<file path="src/uart_pkg.sv">
package uart_pkg;

    // Serial character width, LSB goes out first
    localparam int BYTE_BITS = 8;

    // One character as seen by the receiver
    // frame_err is set when the stop bit sampled low
    typedef struct packed {
        logic                 frame_err; // Stop bit was low
        logic [BYTE_BITS-1:0] data;      // Payload byte
    } rx_byte_t;

endpackage

</file>
<file path="src/reg_pkg.sv">
package reg_pkg;

    // Command kinds carried in the top two frame bits
    // Kind 2'b00 is left unassigned and gets rejected
    localparam logic [1:0] CMD_WRITE    = 2'b01;
    localparam logic [1:0] CMD_READ     = 2'b10;
    localparam logic [1:0] CMD_READ_CNT = 2'b11;

    // First byte of every response
    localparam logic [7:0] RESP_ACK  = 8'hA5; // Write done
    localparam logic [7:0] RESP_DATA = 8'h5A; // Read words follow
    localparam logic [7:0] RESP_ERR  = 8'hEE; // Command rejected

    // Write frame layout
    typedef struct packed {
        logic [1:0]  kind;
        logic [5:0]  index; // Target register
        logic [15:0] data;  // New register value
    } wr_view_t;

    // Read frame layout
    typedef struct packed {
        logic [1:0]  kind;
        logic [5:0]  index; // First register of the run
        logic [3:0]  len;   // Words to return
        logic [11:0] rsvd;
    } rd_view_t;

    // Three frame bytes in arrival order, first byte on top
    typedef union packed {
        wr_view_t wr_view;
        rd_view_t rd_view;
    } cmd_frame_u;

    // Broadcast to every register slot
    typedef struct packed {
        logic        wr;      // Single-cycle write strobe
        logic [5:0]  index;   // Slot select
        logic [15:0] wdata;
        logic        cnt_sel; // Read back write count instead of value
    } slot_req_t;

    // Zero unless the slot is selected
    typedef struct packed {
        logic [15:0] word;
    } slot_rd_t;

endpackage

</file>
<file path="src/uart_rx.sv">
`timescale 1ns/10ps

module uart_rx #(
    parameter int CLKS_PER_BIT = 8
) (
    input  logic               clk,
    input  logic               rst,
    input  logic               rx,
    output logic               rx_valid,
    output uart_pkg::rx_byte_t rx_byte
);

    localparam int CNT_W = $clog2(CLKS_PER_BIT + 1);
    localparam int IDX_W = $clog2(uart_pkg::BYTE_BITS);
    localparam int HALF  = (CLKS_PER_BIT > 1) ? CLKS_PER_BIT / 2 - 1 : 0;

    localparam logic [1:0] S_IDLE  = 2'd0;
    localparam logic [1:0] S_START = 2'd1;
    localparam logic [1:0] S_DATA  = 2'd2;
    localparam logic [1:0] S_STOP  = 2'd3;

    logic [1:0]                     rx_sync;  // [1] is the usable copy
    logic [1:0]                     state;
    logic [CNT_W-1:0]               clk_cnt;
    logic [IDX_W-1:0]               bit_idx;
    logic [uart_pkg::BYTE_BITS-1:0] shift;
    logic                           tick;     // Middle of a data or stop bit

    assign tick = (clk_cnt == CNT_W'(CLKS_PER_BIT - 1));

    always_ff @(posedge clk or posedge rst) begin
        if (rst) begin
            rx_sync <= 2'b11; // Idle line is high
        end else begin
            rx_sync <= {rx_sync[0], rx};
        end
    end

    always_ff @(posedge clk or posedge rst) begin
        if (rst) begin
            state    <= S_IDLE;
            clk_cnt  <= '0;
            bit_idx  <= '0;
            rx_valid <= 1'b0;
        end else begin
            rx_valid <= 1'b0; // Strobe by default
            case (state)
                S_IDLE: begin
                    clk_cnt <= '0;
                    bit_idx <= '0;
                    if (!rx_sync[1]) begin
                        state <= S_START; // Falling edge seen
                    end
                end
                S_START: begin
                    if (clk_cnt == CNT_W'(HALF)) begin
                        clk_cnt <= '0;
                        state   <= rx_sync[1] ? S_IDLE : S_DATA; // Reject short glitches
                    end else begin
                        clk_cnt <= clk_cnt + 1'b1;
                    end
                end
                S_DATA: begin
                    if (tick) begin
                        clk_cnt <= '0;
                        bit_idx <= bit_idx + 1'b1;
                        if (bit_idx == IDX_W'(uart_pkg::BYTE_BITS - 1)) begin
                            state <= S_STOP;
                        end
                    end else begin
                        clk_cnt <= clk_cnt + 1'b1;
                    end
                end
                default: begin
                    if (tick) begin
                        rx_valid <= 1'b1; // Byte out one cycle after stop sample
                        state    <= S_IDLE;
                    end else begin
                        clk_cnt <= clk_cnt + 1'b1;
                    end
                end
            endcase
        end
    end

    // Data path
    always_ff @(posedge clk) begin
        if (state == S_DATA && tick) begin
            shift <= {rx_sync[1], shift[uart_pkg::BYTE_BITS-1:1]}; // LSB arrives first
        end
        if (state == S_STOP && tick) begin
            rx_byte.data      <= shift;
            rx_byte.frame_err <= !rx_sync[1]; // Stop bit must be high
        end
    end

    // Engine has no back-pressure, each byte must be a lone pulse
    assert property (@(posedge clk) disable iff (rst) rx_valid |=> !rx_valid)
        else $error("uart_rx: rx_valid held for two cycles");

endmodule

</file>
<file path="src/uart_tx.sv">
`timescale 1ns/10ps

module uart_tx #(
    parameter int CLKS_PER_BIT = 8
) (
    input  logic                           clk,
    input  logic                           rst,
    input  logic                           tx_start,
    input  logic [uart_pkg::BYTE_BITS-1:0] tx_data,
    input  logic                           cts_n,
    output logic                           tx,
    output logic                           tx_busy
);

    localparam int FRAME_BITS = uart_pkg::BYTE_BITS + 2; // Start, data, stop
    localparam int CNT_W      = $clog2(CLKS_PER_BIT + 1);
    localparam int IDX_W      = $clog2(FRAME_BITS);

    localparam logic [1:0] S_IDLE = 2'd0;
    localparam logic [1:0] S_HOLD = 2'd1;
    localparam logic [1:0] S_SEND = 2'd2;

    logic [1:0]            state;
    logic [1:0]            cts_sync;  // Host-side signal, resync
    logic [CNT_W-1:0]      clk_cnt;
    logic [IDX_W-1:0]      bit_idx;
    logic [FRAME_BITS-1:0] shift;
    logic                  tick;

    assign tick    = (clk_cnt == CNT_W'(CLKS_PER_BIT - 1));
    assign tx      = (state == S_SEND) ? shift[0] : 1'b1; // Idle high outside a frame
    assign tx_busy = (state != S_IDLE);

    always_ff @(posedge clk or posedge rst) begin
        if (rst) begin
            state    <= S_IDLE;
            cts_sync <= 2'b11;
            clk_cnt  <= '0;
            bit_idx  <= '0;
        end else begin
            cts_sync <= {cts_sync[0], cts_n};
            case (state)
                S_IDLE: begin
                    if (tx_start) begin
                        state <= S_HOLD;
                    end
                end
                S_HOLD: begin
                    clk_cnt <= '0;
                    bit_idx <= '0;
                    if (!cts_sync[1]) begin
                        state <= S_SEND; // Host ready, start bit next
                    end
                end
                default: begin
                    if (tick) begin
                        clk_cnt <= '0;
                        bit_idx <= bit_idx + 1'b1;
                        if (bit_idx == IDX_W'(FRAME_BITS - 1)) begin
                            state <= S_IDLE; // Stop bit done
                        end
                    end else begin
                        clk_cnt <= clk_cnt + 1'b1;
                    end
                end
            endcase
        end
    end

    always_ff @(posedge clk) begin
        if (state == S_IDLE && tx_start) begin
            shift <= {1'b1, tx_data, 1'b0};
        end else if (state == S_SEND && tick) begin
            shift <= {1'b1, shift[FRAME_BITS-1:1]};
        end
    end

    // Engine must pace itself on tx_busy
    assert property (@(posedge clk) disable iff (rst) tx_start |-> !tx_busy)
        else $error("uart_tx: tx_start while busy");

endmodule

</file>
<file path="src/cmd_engine.sv">
`timescale 1ns/10ps

module cmd_engine #(
    parameter int NUM_REGS = 8
) (
    input  logic               clk,
    input  logic               rst,
    input  logic               rx_valid,
    input  uart_pkg::rx_byte_t rx_byte,
    output reg_pkg::slot_req_t req,
    input  reg_pkg::slot_rd_t  rd_word,
    output logic               tx_start,
    output logic [7:0]         tx_data,
    input  logic               tx_busy,
    output logic               rts_n
);

    localparam logic [2:0] S_IDLE   = 3'd0; // Collecting frame bytes
    localparam logic [2:0] S_DECODE = 3'd1;
    localparam logic [2:0] S_TX     = 3'd2; // Waiting to hand a byte over
    localparam logic [2:0] S_TXWAIT = 3'd3; // Byte on the wire
    localparam logic [2:0] S_FETCH  = 3'd4; // Collector latches the word
    localparam logic [2:0] S_LOAD   = 3'd5;

    logic [2:0]          state;
    logic [1:0]          byte_cnt;
    reg_pkg::cmd_frame_u frame;
    logic [5:0]          rd_ptr;
    logic [3:0]          words_left;
    logic                lo_pending; // Low byte of current word still to send
    logic [7:0]          lo_byte;
    logic [1:0]          kind;
    logic                is_read;
    logic                bad_cmd;
    logic [6:0]          run_end;

    assign kind     = frame.rd_view.kind; // Same bits in both views
    assign is_read  = (kind == reg_pkg::CMD_READ) || (kind == reg_pkg::CMD_READ_CNT);
    assign run_end  = {1'b0, frame.rd_view.index} + 7'(frame.rd_view.len);
    assign tx_start = (state == S_TX) && !tx_busy;

    always_comb begin
        bad_cmd = 1'b0;
        if (kind != reg_pkg::CMD_WRITE && !is_read) begin
            bad_cmd = 1'b1; // Kind 00
        end
        if ({1'b0, frame.wr_view.index} >= 7'(NUM_REGS)) begin
            bad_cmd = 1'b1;
        end
        if (is_read && (frame.rd_view.len == 4'd0 || run_end > 7'(NUM_REGS))) begin
            bad_cmd = 1'b1; // Empty or overrunning burst
        end
    end

    always_ff @(posedge clk or posedge rst) begin
        if (rst) begin
            state      <= S_IDLE;
            byte_cnt   <= '0;
            rts_n      <= 1'b1;
            req        <= '0;
            rd_ptr     <= '0;
            words_left <= '0;
            lo_pending <= 1'b0;
        end else begin
            req.wr <= 1'b0;
            case (state)
                S_IDLE: begin
                    rts_n <= 1'b0; // Ready for the host
                    if (rx_valid) begin
                        if (rx_byte.frame_err) begin
                            byte_cnt <= '0; // Drop partial frame, no reply
                        end else if (byte_cnt == 2'd2) begin
                            byte_cnt <= '0;
                            rts_n    <= 1'b1; // Hold host off until reply done
                            state    <= S_DECODE;
                        end else begin
                            byte_cnt <= byte_cnt + 1'b1;
                        end
                    end
                end
                S_DECODE: begin
                    rd_ptr     <= frame.rd_view.index;
                    words_left <= '0;
                    lo_pending <= 1'b0;
                    state      <= S_TX;
                    if (!bad_cmd && !is_read) begin
                        req.wr    <= 1'b1;
                        req.index <= frame.wr_view.index;
                        req.wdata <= frame.wr_view.data;
                    end else if (!bad_cmd) begin
                        words_left  <= frame.rd_view.len;
                        req.cnt_sel <= (kind == reg_pkg::CMD_READ_CNT);
                    end
                end
                S_TX: begin
                    if (!tx_busy) begin
                        state <= S_TXWAIT;
                    end
                end
                S_TXWAIT: begin
                    if (!tx_busy) begin
                        if (lo_pending) begin
                            lo_pending <= 1'b0;
                            state      <= S_TX;
                        end else if (words_left != 4'd0) begin
                            req.index  <= rd_ptr; // Select next word
                            rd_ptr     <= rd_ptr + 1'b1;
                            words_left <= words_left - 1'b1;
                            state      <= S_FETCH;
                        end else begin
                            rts_n <= 1'b0; // Last stop bit sent
                            state <= S_IDLE;
                        end
                    end
                end
                S_FETCH: state <= S_LOAD;
                S_LOAD: begin
                    lo_pending <= 1'b1;
                    state      <= S_TX;
                end
                default: state <= S_IDLE;
            endcase
        end
    end

    // Frame and response bytes
    always_ff @(posedge clk) begin
        if (state == S_IDLE && rx_valid && !rx_byte.frame_err) begin
            frame <= reg_pkg::cmd_frame_u'({frame[15:0], rx_byte.data}); // First byte ends on top
        end
        if (state == S_DECODE) begin
            tx_data <= bad_cmd ? reg_pkg::RESP_ERR :
                       (is_read ? reg_pkg::RESP_DATA : reg_pkg::RESP_ACK);
        end
        if (state == S_TXWAIT && !tx_busy && lo_pending) begin
            tx_data <= lo_byte;
        end
        if (state == S_LOAD) begin
            tx_data <= rd_word.word[15:8]; // High byte first
            lo_byte <= rd_word.word[7:0];
        end
    end

    // Slots past NUM_REGS do not exist
    assert property (@(posedge clk) disable iff (rst) req.wr |-> ({1'b0, req.index} < 7'(NUM_REGS)))
        else $error("cmd_engine: write strobe to index %0d", req.index);

endmodule

</file>
<file path="src/reg_slot.sv">
`timescale 1ns/10ps

module reg_slot #(
    parameter int SLOT_INDEX = 0
) (
    input  logic               clk,
    input  logic               rst,
    input  reg_pkg::slot_req_t req,
    output logic [15:0]        value,
    output reg_pkg::slot_rd_t  rd
);

    logic       hit;    // Request addresses this slot
    logic [7:0] wr_cnt;

    assign hit = (req.index == 6'(SLOT_INDEX));

    always_ff @(posedge clk or posedge rst) begin
        if (rst) begin
            value  <= '0;
            wr_cnt <= '0;
        end else if (req.wr && hit) begin
            value <= req.wdata; // Shows on regs_out next cycle
            if (wr_cnt != 8'hFF) begin
                wr_cnt <= wr_cnt + 1'b1; // Saturates at 255
            end
        end
    end

    // Unselected slots stay quiet for the OR in the collector
    always_comb begin
        rd.word = '0;
        if (hit) begin
            rd.word = req.cnt_sel ? {8'h00, wr_cnt} : value;
        end
    end

endmodule

</file>
<file path="src/readback_collect.sv">
`timescale 1ns/10ps

module readback_collect #(
    parameter int NUM_REGS = 8
) (
    input  logic              clk,
    input  logic              rst,
    input  reg_pkg::slot_rd_t slot_rd [NUM_REGS],
    output reg_pkg::slot_rd_t rd_word
);

    localparam int CNT_W = $clog2(NUM_REGS + 1);

    logic [15:0]      or_word;
    logic [CNT_W-1:0] nz_cnt;  // Slots driving a nonzero word

    always_comb begin
        or_word = '0;
        nz_cnt  = '0;
        for (int i = 0; i < NUM_REGS; i++) begin
            or_word = or_word | slot_rd[i].word;
            if (slot_rd[i].word != 16'h0000) begin
                nz_cnt = nz_cnt + 1'b1;
            end
        end
    end

    always_ff @(posedge clk or posedge rst) begin
        if (rst) begin
            rd_word <= '0;
        end else begin
            rd_word.word <= or_word; // Valid one cycle after req moves
        end
    end

    // Slot index decode must be one-hot across the generate loop
    assert property (@(posedge clk) disable iff (rst) nz_cnt <= CNT_W'(1))
        else $error("readback_collect: %0d slots driving readback", nz_cnt);

endmodule

</file>
<file path="src/uart_reg_bridge_top.sv">
`timescale 1ns/10ps

module uart_reg_bridge_top #(
    parameter int CLKS_PER_BIT = 8,
    parameter int NUM_REGS     = 8
) (
    input  logic                       clk,
    input  logic                       rst,
    input  logic                       uart_rx,
    output logic                       uart_tx,
    output logic                       uart_rts_n,
    input  logic                       uart_cts_n,
    output logic [NUM_REGS-1:0][15:0]  regs_out   // Control outputs, one word per slot
);

    logic               rx_valid;
    uart_pkg::rx_byte_t rx_byte;
    reg_pkg::slot_req_t req;
    reg_pkg::slot_rd_t  slot_rd [NUM_REGS];
    reg_pkg::slot_rd_t  rd_word;
    logic               tx_start;
    logic [7:0]         tx_data;
    logic               tx_busy;

    uart_rx #(
        .CLKS_PER_BIT(CLKS_PER_BIT)
    ) u_rx (
        .clk      (clk),
        .rst      (rst),
        .rx       (uart_rx),
        .rx_valid (rx_valid),
        .rx_byte  (rx_byte)
    );

    cmd_engine #(
        .NUM_REGS(NUM_REGS)
    ) u_engine (
        .clk      (clk),
        .rst      (rst),
        .rx_valid (rx_valid),
        .rx_byte  (rx_byte),
        .req      (req),
        .rd_word  (rd_word),
        .tx_start (tx_start),
        .tx_data  (tx_data),
        .tx_busy  (tx_busy),
        .rts_n    (uart_rts_n)
    );

    // One slot per register, same request to all
    for (genvar i = 0; i < NUM_REGS; i++) begin : g_slot
        reg_slot #(
            .SLOT_INDEX(i)
        ) u_slot (
            .clk   (clk),
            .rst   (rst),
            .req   (req),
            .value (regs_out[i]),
            .rd    (slot_rd[i])
        );
    end

    readback_collect #(
        .NUM_REGS(NUM_REGS)
    ) u_collect (
        .clk     (clk),
        .rst     (rst),
        .slot_rd (slot_rd),
        .rd_word (rd_word)
    );

    uart_tx #(
        .CLKS_PER_BIT(CLKS_PER_BIT)
    ) u_tx (
        .clk      (clk),
        .rst      (rst),
        .tx_start (tx_start),
        .tx_data  (tx_data),
        .cts_n    (uart_cts_n),
        .tx       (uart_tx),
        .tx_busy  (tx_busy)
    );

endmodule

</file>
<file path="config.mk">
export PLATFORM = sky130hd
export DESIGN_NAME = uart_reg_bridge_top
export DESIGN_NICKNAME = d
export VERILOG_FILES = /design/src/uart_pkg.sv /design/src/reg_pkg.sv /design/src/uart_rx.sv /design/src/uart_tx.sv /design/src/cmd_engine.sv /design/src/reg_slot.sv /design/src/readback_collect.sv /design/src/uart_reg_bridge_top.sv
export SDC_FILE = /design/constraint.sdc
export NUM_CORES = 1
export LEC_CHECK = 0
export ABC_AREA = 1
export BUFFER_PORTS_ARGS = -buffer_cell sky130_fd_sc_hd__buf_4
export CORE_MARGIN = 2
export CORE_UTILIZATION = 55
export CTS_CLUSTER_DIAMETER = 120
export DETAILED_ROUTE_END_ITERATION = 8
export PLACE_DENSITY = 0.82
export REMOVE_ABC_BUFFERS = 1
export SLEW_MARGIN = 20
export SYNTH_ARGS = -nofsm -noshare
export SYNTH_HDL_FRONTEND = slang
export SYNTH_SLANG_ARGS = --single-unit
</file>
<file path="constraint.sdc">
create_clock -name clk -period 13.9 [get_ports clk]
set_input_delay 2.78 -clock clk [delete_from_list [all_inputs] [get_ports clk]]
set_output_delay 2.78 -clock clk [all_outputs]
set_load 0.01 [all_outputs]
</file>
==> run_results.csv, run 1 <==
group,metric,value,unit
floorplanning,rows,61,
setup_path,cp.arrival,1.36,ns
setup_path,critical_path.cell_chain,"inv_1 -> nor2_1 -> nand2_1 -> buf_4",
floorplanning,dieArea,29500,um^2
cts,cts-root-buf,"clkbuf_16",
power,cellInternalPower,0.00166,W
final_layout,layout-drive-gt1-share,0.133,
detailed_routing,post_drt_wl_per_cell,18.2,um
power,power_density,118,nW/um^2
synth,synth.avg_cell_area,8.80,um^2
cts,hold_buffers,0,
power,ir_drop,0.0760,mV
synth,synth_area_leaders,"dfrtp_1 43%, nand2_1 14%, edfxtp_1 13%",
synth,syn_area,15500,um^2
setup_path,crit_required,11.12,ns
synth,synthFlopType,"dfrtp_1",
detailed_routing,drtIter0Drc,1388,
final_layout,nNetsFinal,1902,
detailed_routing,antenna_left,0,
cts,post-cts-setup-buffer-count,0,
synth,synth_edf_count,65,
detailed_routing,wl,41500,um
global_route,grt_first_pass_wirelength,65200,um
detailed_routing,num_vias,12952,
synth,async_reset_ff_frac,0.805,
cts,cts.sinks,339,
cts,cts_resized,0,
power,seqPwrFrac,0.491,
timing,fin_setup_tns,0,ns
timing,rsz0062_at_grt,"false",
setup_path,critPathMaxStageDelay,0.47,ns
setup_path,reg2reg_slack,10.85,ns
synth,postSynthCellCount,1756,
timing,post-route-min-period,4.14,ns
synth,ys_seq_area_frac,0.570,
final_layout,area.growth.synth_to_final,16.3,%
cts,cts_tree,"done",
power,p_leak,8.32,nW
setup_path,r2r_cells,8,
timing,max_freq,242,MHz
synth,synth_cell_types,40,
cts,cts.htree.levels,2,
hold_path,whs_path_depth,0,
global_route,grt_use_total,0.288,
cts,clk_pin_slew,0.06,ns
setup_path,crit_type,"reg -> out",
job,timing.max_cap.violations,0,
setup_path,cp-end-kind,"primary output",
placement,globalplace.congestion,0.952,
floorplanning,io_pins,134,
power,sw_frac_of_total,0.220,
final_layout,design_area,18000,um^2
power,combPwrFrac,0.035,
timing,timing.final.crit_share,0.298,
placement,postPlaceCellArea,16700,um^2
global_route,globalRouteOverflowTotal,0,
detailed_routing,drc,0,
timing,maxSlewViolCount,0,
timing,worstMarginPinSlew,0.995,ns
placement,port_buffers,133,
global_route,grt_max_degree,136,
power,p_clk_frac,0.474,
placement,dp_hpwl,27500,um
floorplanning,start_util,0.558,
global_route,grt_pass1_vias,12356,
cts,clkLatencyLatePin,0.53,ns
floorplanning,die_w,172,um
synth,synth_seq_cells,339,
cts,clockBufferDepth,3,
setup_path,worstSetupStartpointType,"flop",
floorplanning,die_y,172,um
power,p_sw,0.000468,W
setup_path,critPathSlowestCell,"dfrtp_1",
setup_path,crit_fanout,8,
detailed_routing,first_pass_iters,5,
floorplanning,coreArea,27700,um^2
synth,synth_top_cell_area_share,0.434,
timing,fin_worst_skew,0.0223,ns
synth,yosys_warnings,0,
timing,finalHoldViolCount,0,
timing,finalSetupViolations,0,
status,status,"complete, no violations",
global_route,antenna_found_initial,1,
timing,max-slew-margin-rel,0.334,
synth,synth_top_area_cell,"dfrtp_1",
hold_path,hold_path_class,"reg -> reg",
cts,numCtsBuffers,36,
detailed_routing,vias_per_cell,5.67,
==> placed cells by master, fill, tap and decap left out, types with 6 or more instances in the layout <==
cell and instances:
nand2_1 591, dfrtp_1 267, o21ai_0 191, buf_4 139, inv_1 115, nor2_1 101
nand3_1 92, edfxtp_1 65, a21oi_1 60, clkbuf_16 39, xor2_1 35, nor3_1 26
xnor2_1 23, ha_1 20, o21ai_1 14, inv_2 13, nand2_2 13, nand4_1 11
nor2_2 10, a22o_1 10, nor2_4 8, clkbuf_1 7, clkinv_2 6
==> area by class of cell <==
cell class                 instances  area, um^2
antenna                            1        2.50
clock buffer                      49        1040
clock inverter                    17         203
fill                            2142        9730
inverter                         130         495
multi-input combinational       1230        5890
sequential                       339        8810
tap                              378         473
timing repair buffer             140        1050
==> state kept, by name, indices dropped and copies added (netlist names), 2 cells and up <==
register and cells:
u_tx.cts_sync 2, u_engine.byte_cnt 2, u_tx.state 2, u_tx.bit_idx 4, u_engine.req 24, u_engine.frame 24
u_rx.bit_idx 3, g_slot.u_slot.value 128, u_tx.shift 9, u_rx.clk_cnt 4, u_rx.shift 8, u_collect.rd_word 16
u_tx.clk_cnt 4, u_engine.rd_ptr 6, u_engine.state 3, g_slot.u_slot.wr_cnt 64, u_rx.state 2, u_rx.rx_sync 2
u_engine.words_left 4, u_rx.rx_byte 9, u_engine.lo_byte 8, u_engine.tx_data 8
==> Yosys cell counts (2+ instances only) <==
cell	count
nor3_1	26
nand4_1	11
nand2_1	593
a22o_1	10
a21oi_1	60
buf_4	3
nand3_1	92
nand3_4	2
a21boi_1	3
dfstp_2	5
xor2_1	35
nand3b_1	2
clkbuf_1	21
a22oi_1	2
a31oi_1	4
o31ai_1	2
o21ai_0	191
ha_1	20
nor2_2	9
dfrtp_1	268
buf_2	32
inv_2	12
nand2_2	11
xnor2_1	23
nor2_4	8
nor2_1	102
inv_1	117
o22ai_1	3
o21ai_1	14
edfxtp_1	65
==> power groups by stage <==
stage | logic, W | clock network, W | registers (W)
finish | 0.0000737 | 0.00101 | 0.00104
global placement | 0.0000689 | 0 | 0.00106
CTS | 0.0000750 | 0.00101 | 0.00104
detailed placement | 0.0000745 | 0 | 0.00106
floorplan | 0.0000572 | 0 | 0.00106
global route | 0.0000849 | 0.00106 | 0.00105
==> critical path: cells and delay by family, from the launching register on <==
kind                   cells  cell delay (ns)
and+or+nand+nor            2             0.14
DFF                        1             0.47
buffers and inverters      2             0.23
==> metal layers <==
layer,up-vias,global-route usage,share of wire
li1,5960,-,-
met1,6176,0.375,0.39
met2,653,0.455,0.47
met3,163,0.0589,0.088
met4,0,0.153,0.054
met5,-,0,0
==> logic make-up after synthesis <==
family | synth area share
buf+inv | 0.0488
fa+ha+maj | 0.0175
xor+xnor | 0.0329
flops | 0.570
simple gates | 0.230
compound gates | 0.101
==> through the flow <==
stage          power (W)  cells  hold WS (ns)  worst slack [ns]  utilization
6_report         0.00213   2284         0.355              9.76        0.649
5_1_grt          0.00219   2283         0.363              9.70        0.649
4_1_cts          0.00213   2283         0.356              9.73        0.648
3_5_place_dp     0.00114   2217         0.347              9.20        0.603
3_3_place_gp     0.00113   2217         0.346              9.23        0.603
2_1_floorplan    0.00112   1699         0.345              3.60            -
==> final timing paths <==
path                                  start                    endpoint
max                           u_tx.state[1]                     uart_tx
min                         u_rx.rx_sync[0]             u_rx.rx_sync[1]
max reg2reg                u_engine.req[22]  g_slot[3].u_slot.wr_cnt[5]
min reg2reg                 u_rx.rx_sync[0]             u_rx.rx_sync[1]
max in group asynchronous               rst  g_slot[0].u_slot.wr_cnt[3]
min in group asynchronous               rst  g_slot[7].u_slot.value[15]
Power figures use the tool's default switching activity.
==> inputs of run 2 (changes only) <==
Settings changed: CORE_UTILIZATION 55 to 54, PLACE_DENSITY 0.82 to 0.84.
Clock period 13.9 ns to 3.7 ns, I/O delays scaled along.
==> run 2 against run 1 <==
Via count fell by 0.34%. Flip-flop and latch count did not move. Global-route usage fell by 0.75 points. Sequential share of layout area barely moved. Critical endpoint is now g_slot[2].u_slot.value[11]. Largest cell class unchanged.
==> run_results.csv, run 2 (same netlist as run 1, synthesis figures left out) <==
group,metric,value,unit
global_route,antenna_found_initial,0,
power,fin_total_pwr,0.00789,W
final_layout,nNetsFinal,1906,
final_layout,multiInputGateArea,5890,um^2
detailed_routing,drtIter0Drc,1581,
timing,post-route-min-period,2.46,ns
global_route,grt_max_degree,100,
setup_path,r2r_cells,6,
cts,cts_tree,"done",
power,cellInternalPower,0.00610,W
placement,port_buffers,133,
timing,rsz0062_at_grt,"false",
power,sw_frac_of_total,0.227,
cts,clockBufferDepth,3,
setup_path,crit_fanout,32,
detailed_routing,drc,0,
power,combPwrFrac,0.036,
final_layout,area.growth.synth_to_final,16.3,%
floorplanning,die_w,173,um
cts,clkLatencyLatePin,0.53,ns
cts,clk_pin_slew,0.06,ns
hold_path,whs_endpoint,"u_rx.rx_sync[0]",
setup_path,r2r_start,"u_engine.req[22]",
setup_path,crit_required,4.10,ns
placement,globalplace.congestion,0.937,
timing,maxSlewViolCount,0,
final_layout,regArea,8810,um^2
floorplanning,dieArea,30000,um^2
floorplanning,die_y,173,um
cts,post-cts-setup-buffer-count,0,
final_layout,final_common_cell,"nand2_1",
final_layout,reg_top3,"g_slot.u_slot.value (128), g_slot.u_slot.wr_cnt (64)",
detailed_routing,first_pass_iters,7,
power,p_sw,0.00179,W
power,ir_drop,0.309,mV
power,seqPwrFrac,0.497,
floorplanning,rows,61,
power,power_density,439,nW/um^2
placement,dp_hpwl,28600,um
cts,cts.sinks,339,
cts,cts.htree.levels,2,
detailed_routing,num_vias,12908,
global_route,grt_pass1_vias,12683,
floorplanning,coreArea,28000,um^2
final_layout,fill_cells,2229,
global_route,globalRouteOverflowTotal,0,
final_layout,most-common-layout-cells,"592 x nand2_1, 267 x dfrtp_1, 191 x o21ai_0, 143 x buf_4, 115 x inv_1",
timing,max-slew-margin-rel,0.338,
floorplanning,io_pins,134,
setup_path,critPathMaxStageDelay,0.60,ns
detailed_routing,vias_per_cell,5.64,
timing,timing.final.crit_share,0.664,
timing,finalSetupViolations,0,
cts,cts-root-buf,"clkbuf_16",
power,p_leak,8.31,nW
job,timing.max_cap.violations,0,
final_layout,top_register,"g_slot.u_slot.value",
setup_path,path_buf_inv,1,
hold_path,whs_path_depth,1,
setup_path,reg2reg_slack,1.24,ns
cts,numCtsBuffers,36,
timing,fin_setup_tns,0,ns
setup_path,critPathSlowestCell,"nand2_1",
power,p_clk_frac,0.467,
setup_path,critical_path.cell_chain,"nor2_2 -> nand2_4 -> nor2_1 -> buf_4 -> nand2_1 -> o21ai_0",
detailed_routing,wl,41600,um
final_layout,layout-drive-gt1-share,0.136,
global_route,grt_first_pass_wirelength,67000,um
setup_path,r2r_end,"g_slot[2].u_slot.value[11]",
global_route,grt_use_total,0.280,
setup_path,crit_type,"reg -> reg",
status,status,"complete, no violations",
final_layout,largest_reg_flops,128,
hold_path,hold_path_class,"in -> reg",
detailed_routing,antenna_left,0,
timing,worstMarginPinSlew,0.990,ns
setup_path,critPathTopFamily,"simple AND/OR/NAND/NOR gates",
floorplanning,start_util,0.552,
timing,max_freq,407,MHz
timing,whs,0.317,ns
cts,cts_resized,0,
setup_path,worstSetupStartpointType,"flop",
hold_path,min-delay-start,"uart_rx",
timing,fin_worst_skew,0.0229,ns
setup_path,cp.arrival,2.86,ns
timing,finalHoldViolCount,0,
setup_path,cp-end-kind,"flop",
detailed_routing,post_drt_wl_per_cell,18.2,um
setup_path,startpoint,"u_engine.req[22]",
cts,hold_buffers,0,
run 2: cell types whose count changed in the layout (fill, tap and decap cells not counted):
cell        previous run  this run
nand2_2               13        12
diode_2                1         2
clkinvlp_4             3         6
clkinvlp_2             0         1
nand2_1              591       592
clkbuf_16             39        37
clkbuf_8               3         1
buf_12                 0         1
buf_4                139       143
clkbuf_1               7         3
clkinv_1               2         4
buf_6                  1         0
clkinv_4               1         3
run 2: metrics by stage:
| stage | cell area, um^2 | setup slack (ns) | cells | util |
|---|---|---|---|---|
| after floorplan | 15200 | -4.56 | 1699 | - |
| after global placement | 16800 | 1.50 | 2221 | 0.598 |
| after detailed placement | 16800 | 1.33 | 2221 | 0.598 |
| after CTS | 18000 | 1.29 | 2287 | 0.641 |
| after global routing | 18000 | 1.02 | 2287 | 0.642 |
| final | 18000 | 1.24 | 2289 | 0.642 |
run 2: worst max path at each step:
| stage | end | slack, ns | cells past startpoint |
|---|---|---|---|
| 4_1_cts | g_slot[2].u_slot.value[7] | 1.29 | 6 |
| 3_3_place_gp | u_engine.tx_data[4] | 1.50 | 8 |
| 5_1_grt | g_slot[2].u_slot.value[11] | 1.02 | 6 |
| 3_5_place_dp | g_slot[2].u_slot.value[11] | 1.33 | 6 |
| 2_1_floorplan | g_slot[0].u_slot.value[0] | -4.56 | 1 |
| 6_report | g_slot[2].u_slot.value[11] | 1.24 | 6 |
run 2: layout make-up:
cell class / count / area share
well taps: 378 / 0.0263
repair buffers: 144 / 0.0608
flip-flops and latches: 339 / 0.490
multi-input cells: 1230 / 0.328
clock buffers: 41 / 0.0529
diodes: 2 / 0.000278
clock inverters: 25 / 0.0142
inverters: 130 / 0.0276
run 2: metal layers:
| layer | track usage | wire [um] |
|---|---|---|
| met1 | 0.373 | 16900 |
| met2 | 0.448 | 19500 |
| met3 | 0.0624 | 3800 |
| met4 | 0.114 | 1470 |
| met5 | 0 | 0 |
run 2: power by group through the flow:
stage               clock (W)  combinational, W  sequential [W]
floorplan                   0          0.000215         0.00398
global placement            0          0.000266         0.00399
detailed placement          0          0.000283         0.00399
CTS                   0.00372          0.000287         0.00392
global route          0.00388          0.000332         0.00393
finish                0.00369          0.000283         0.00392
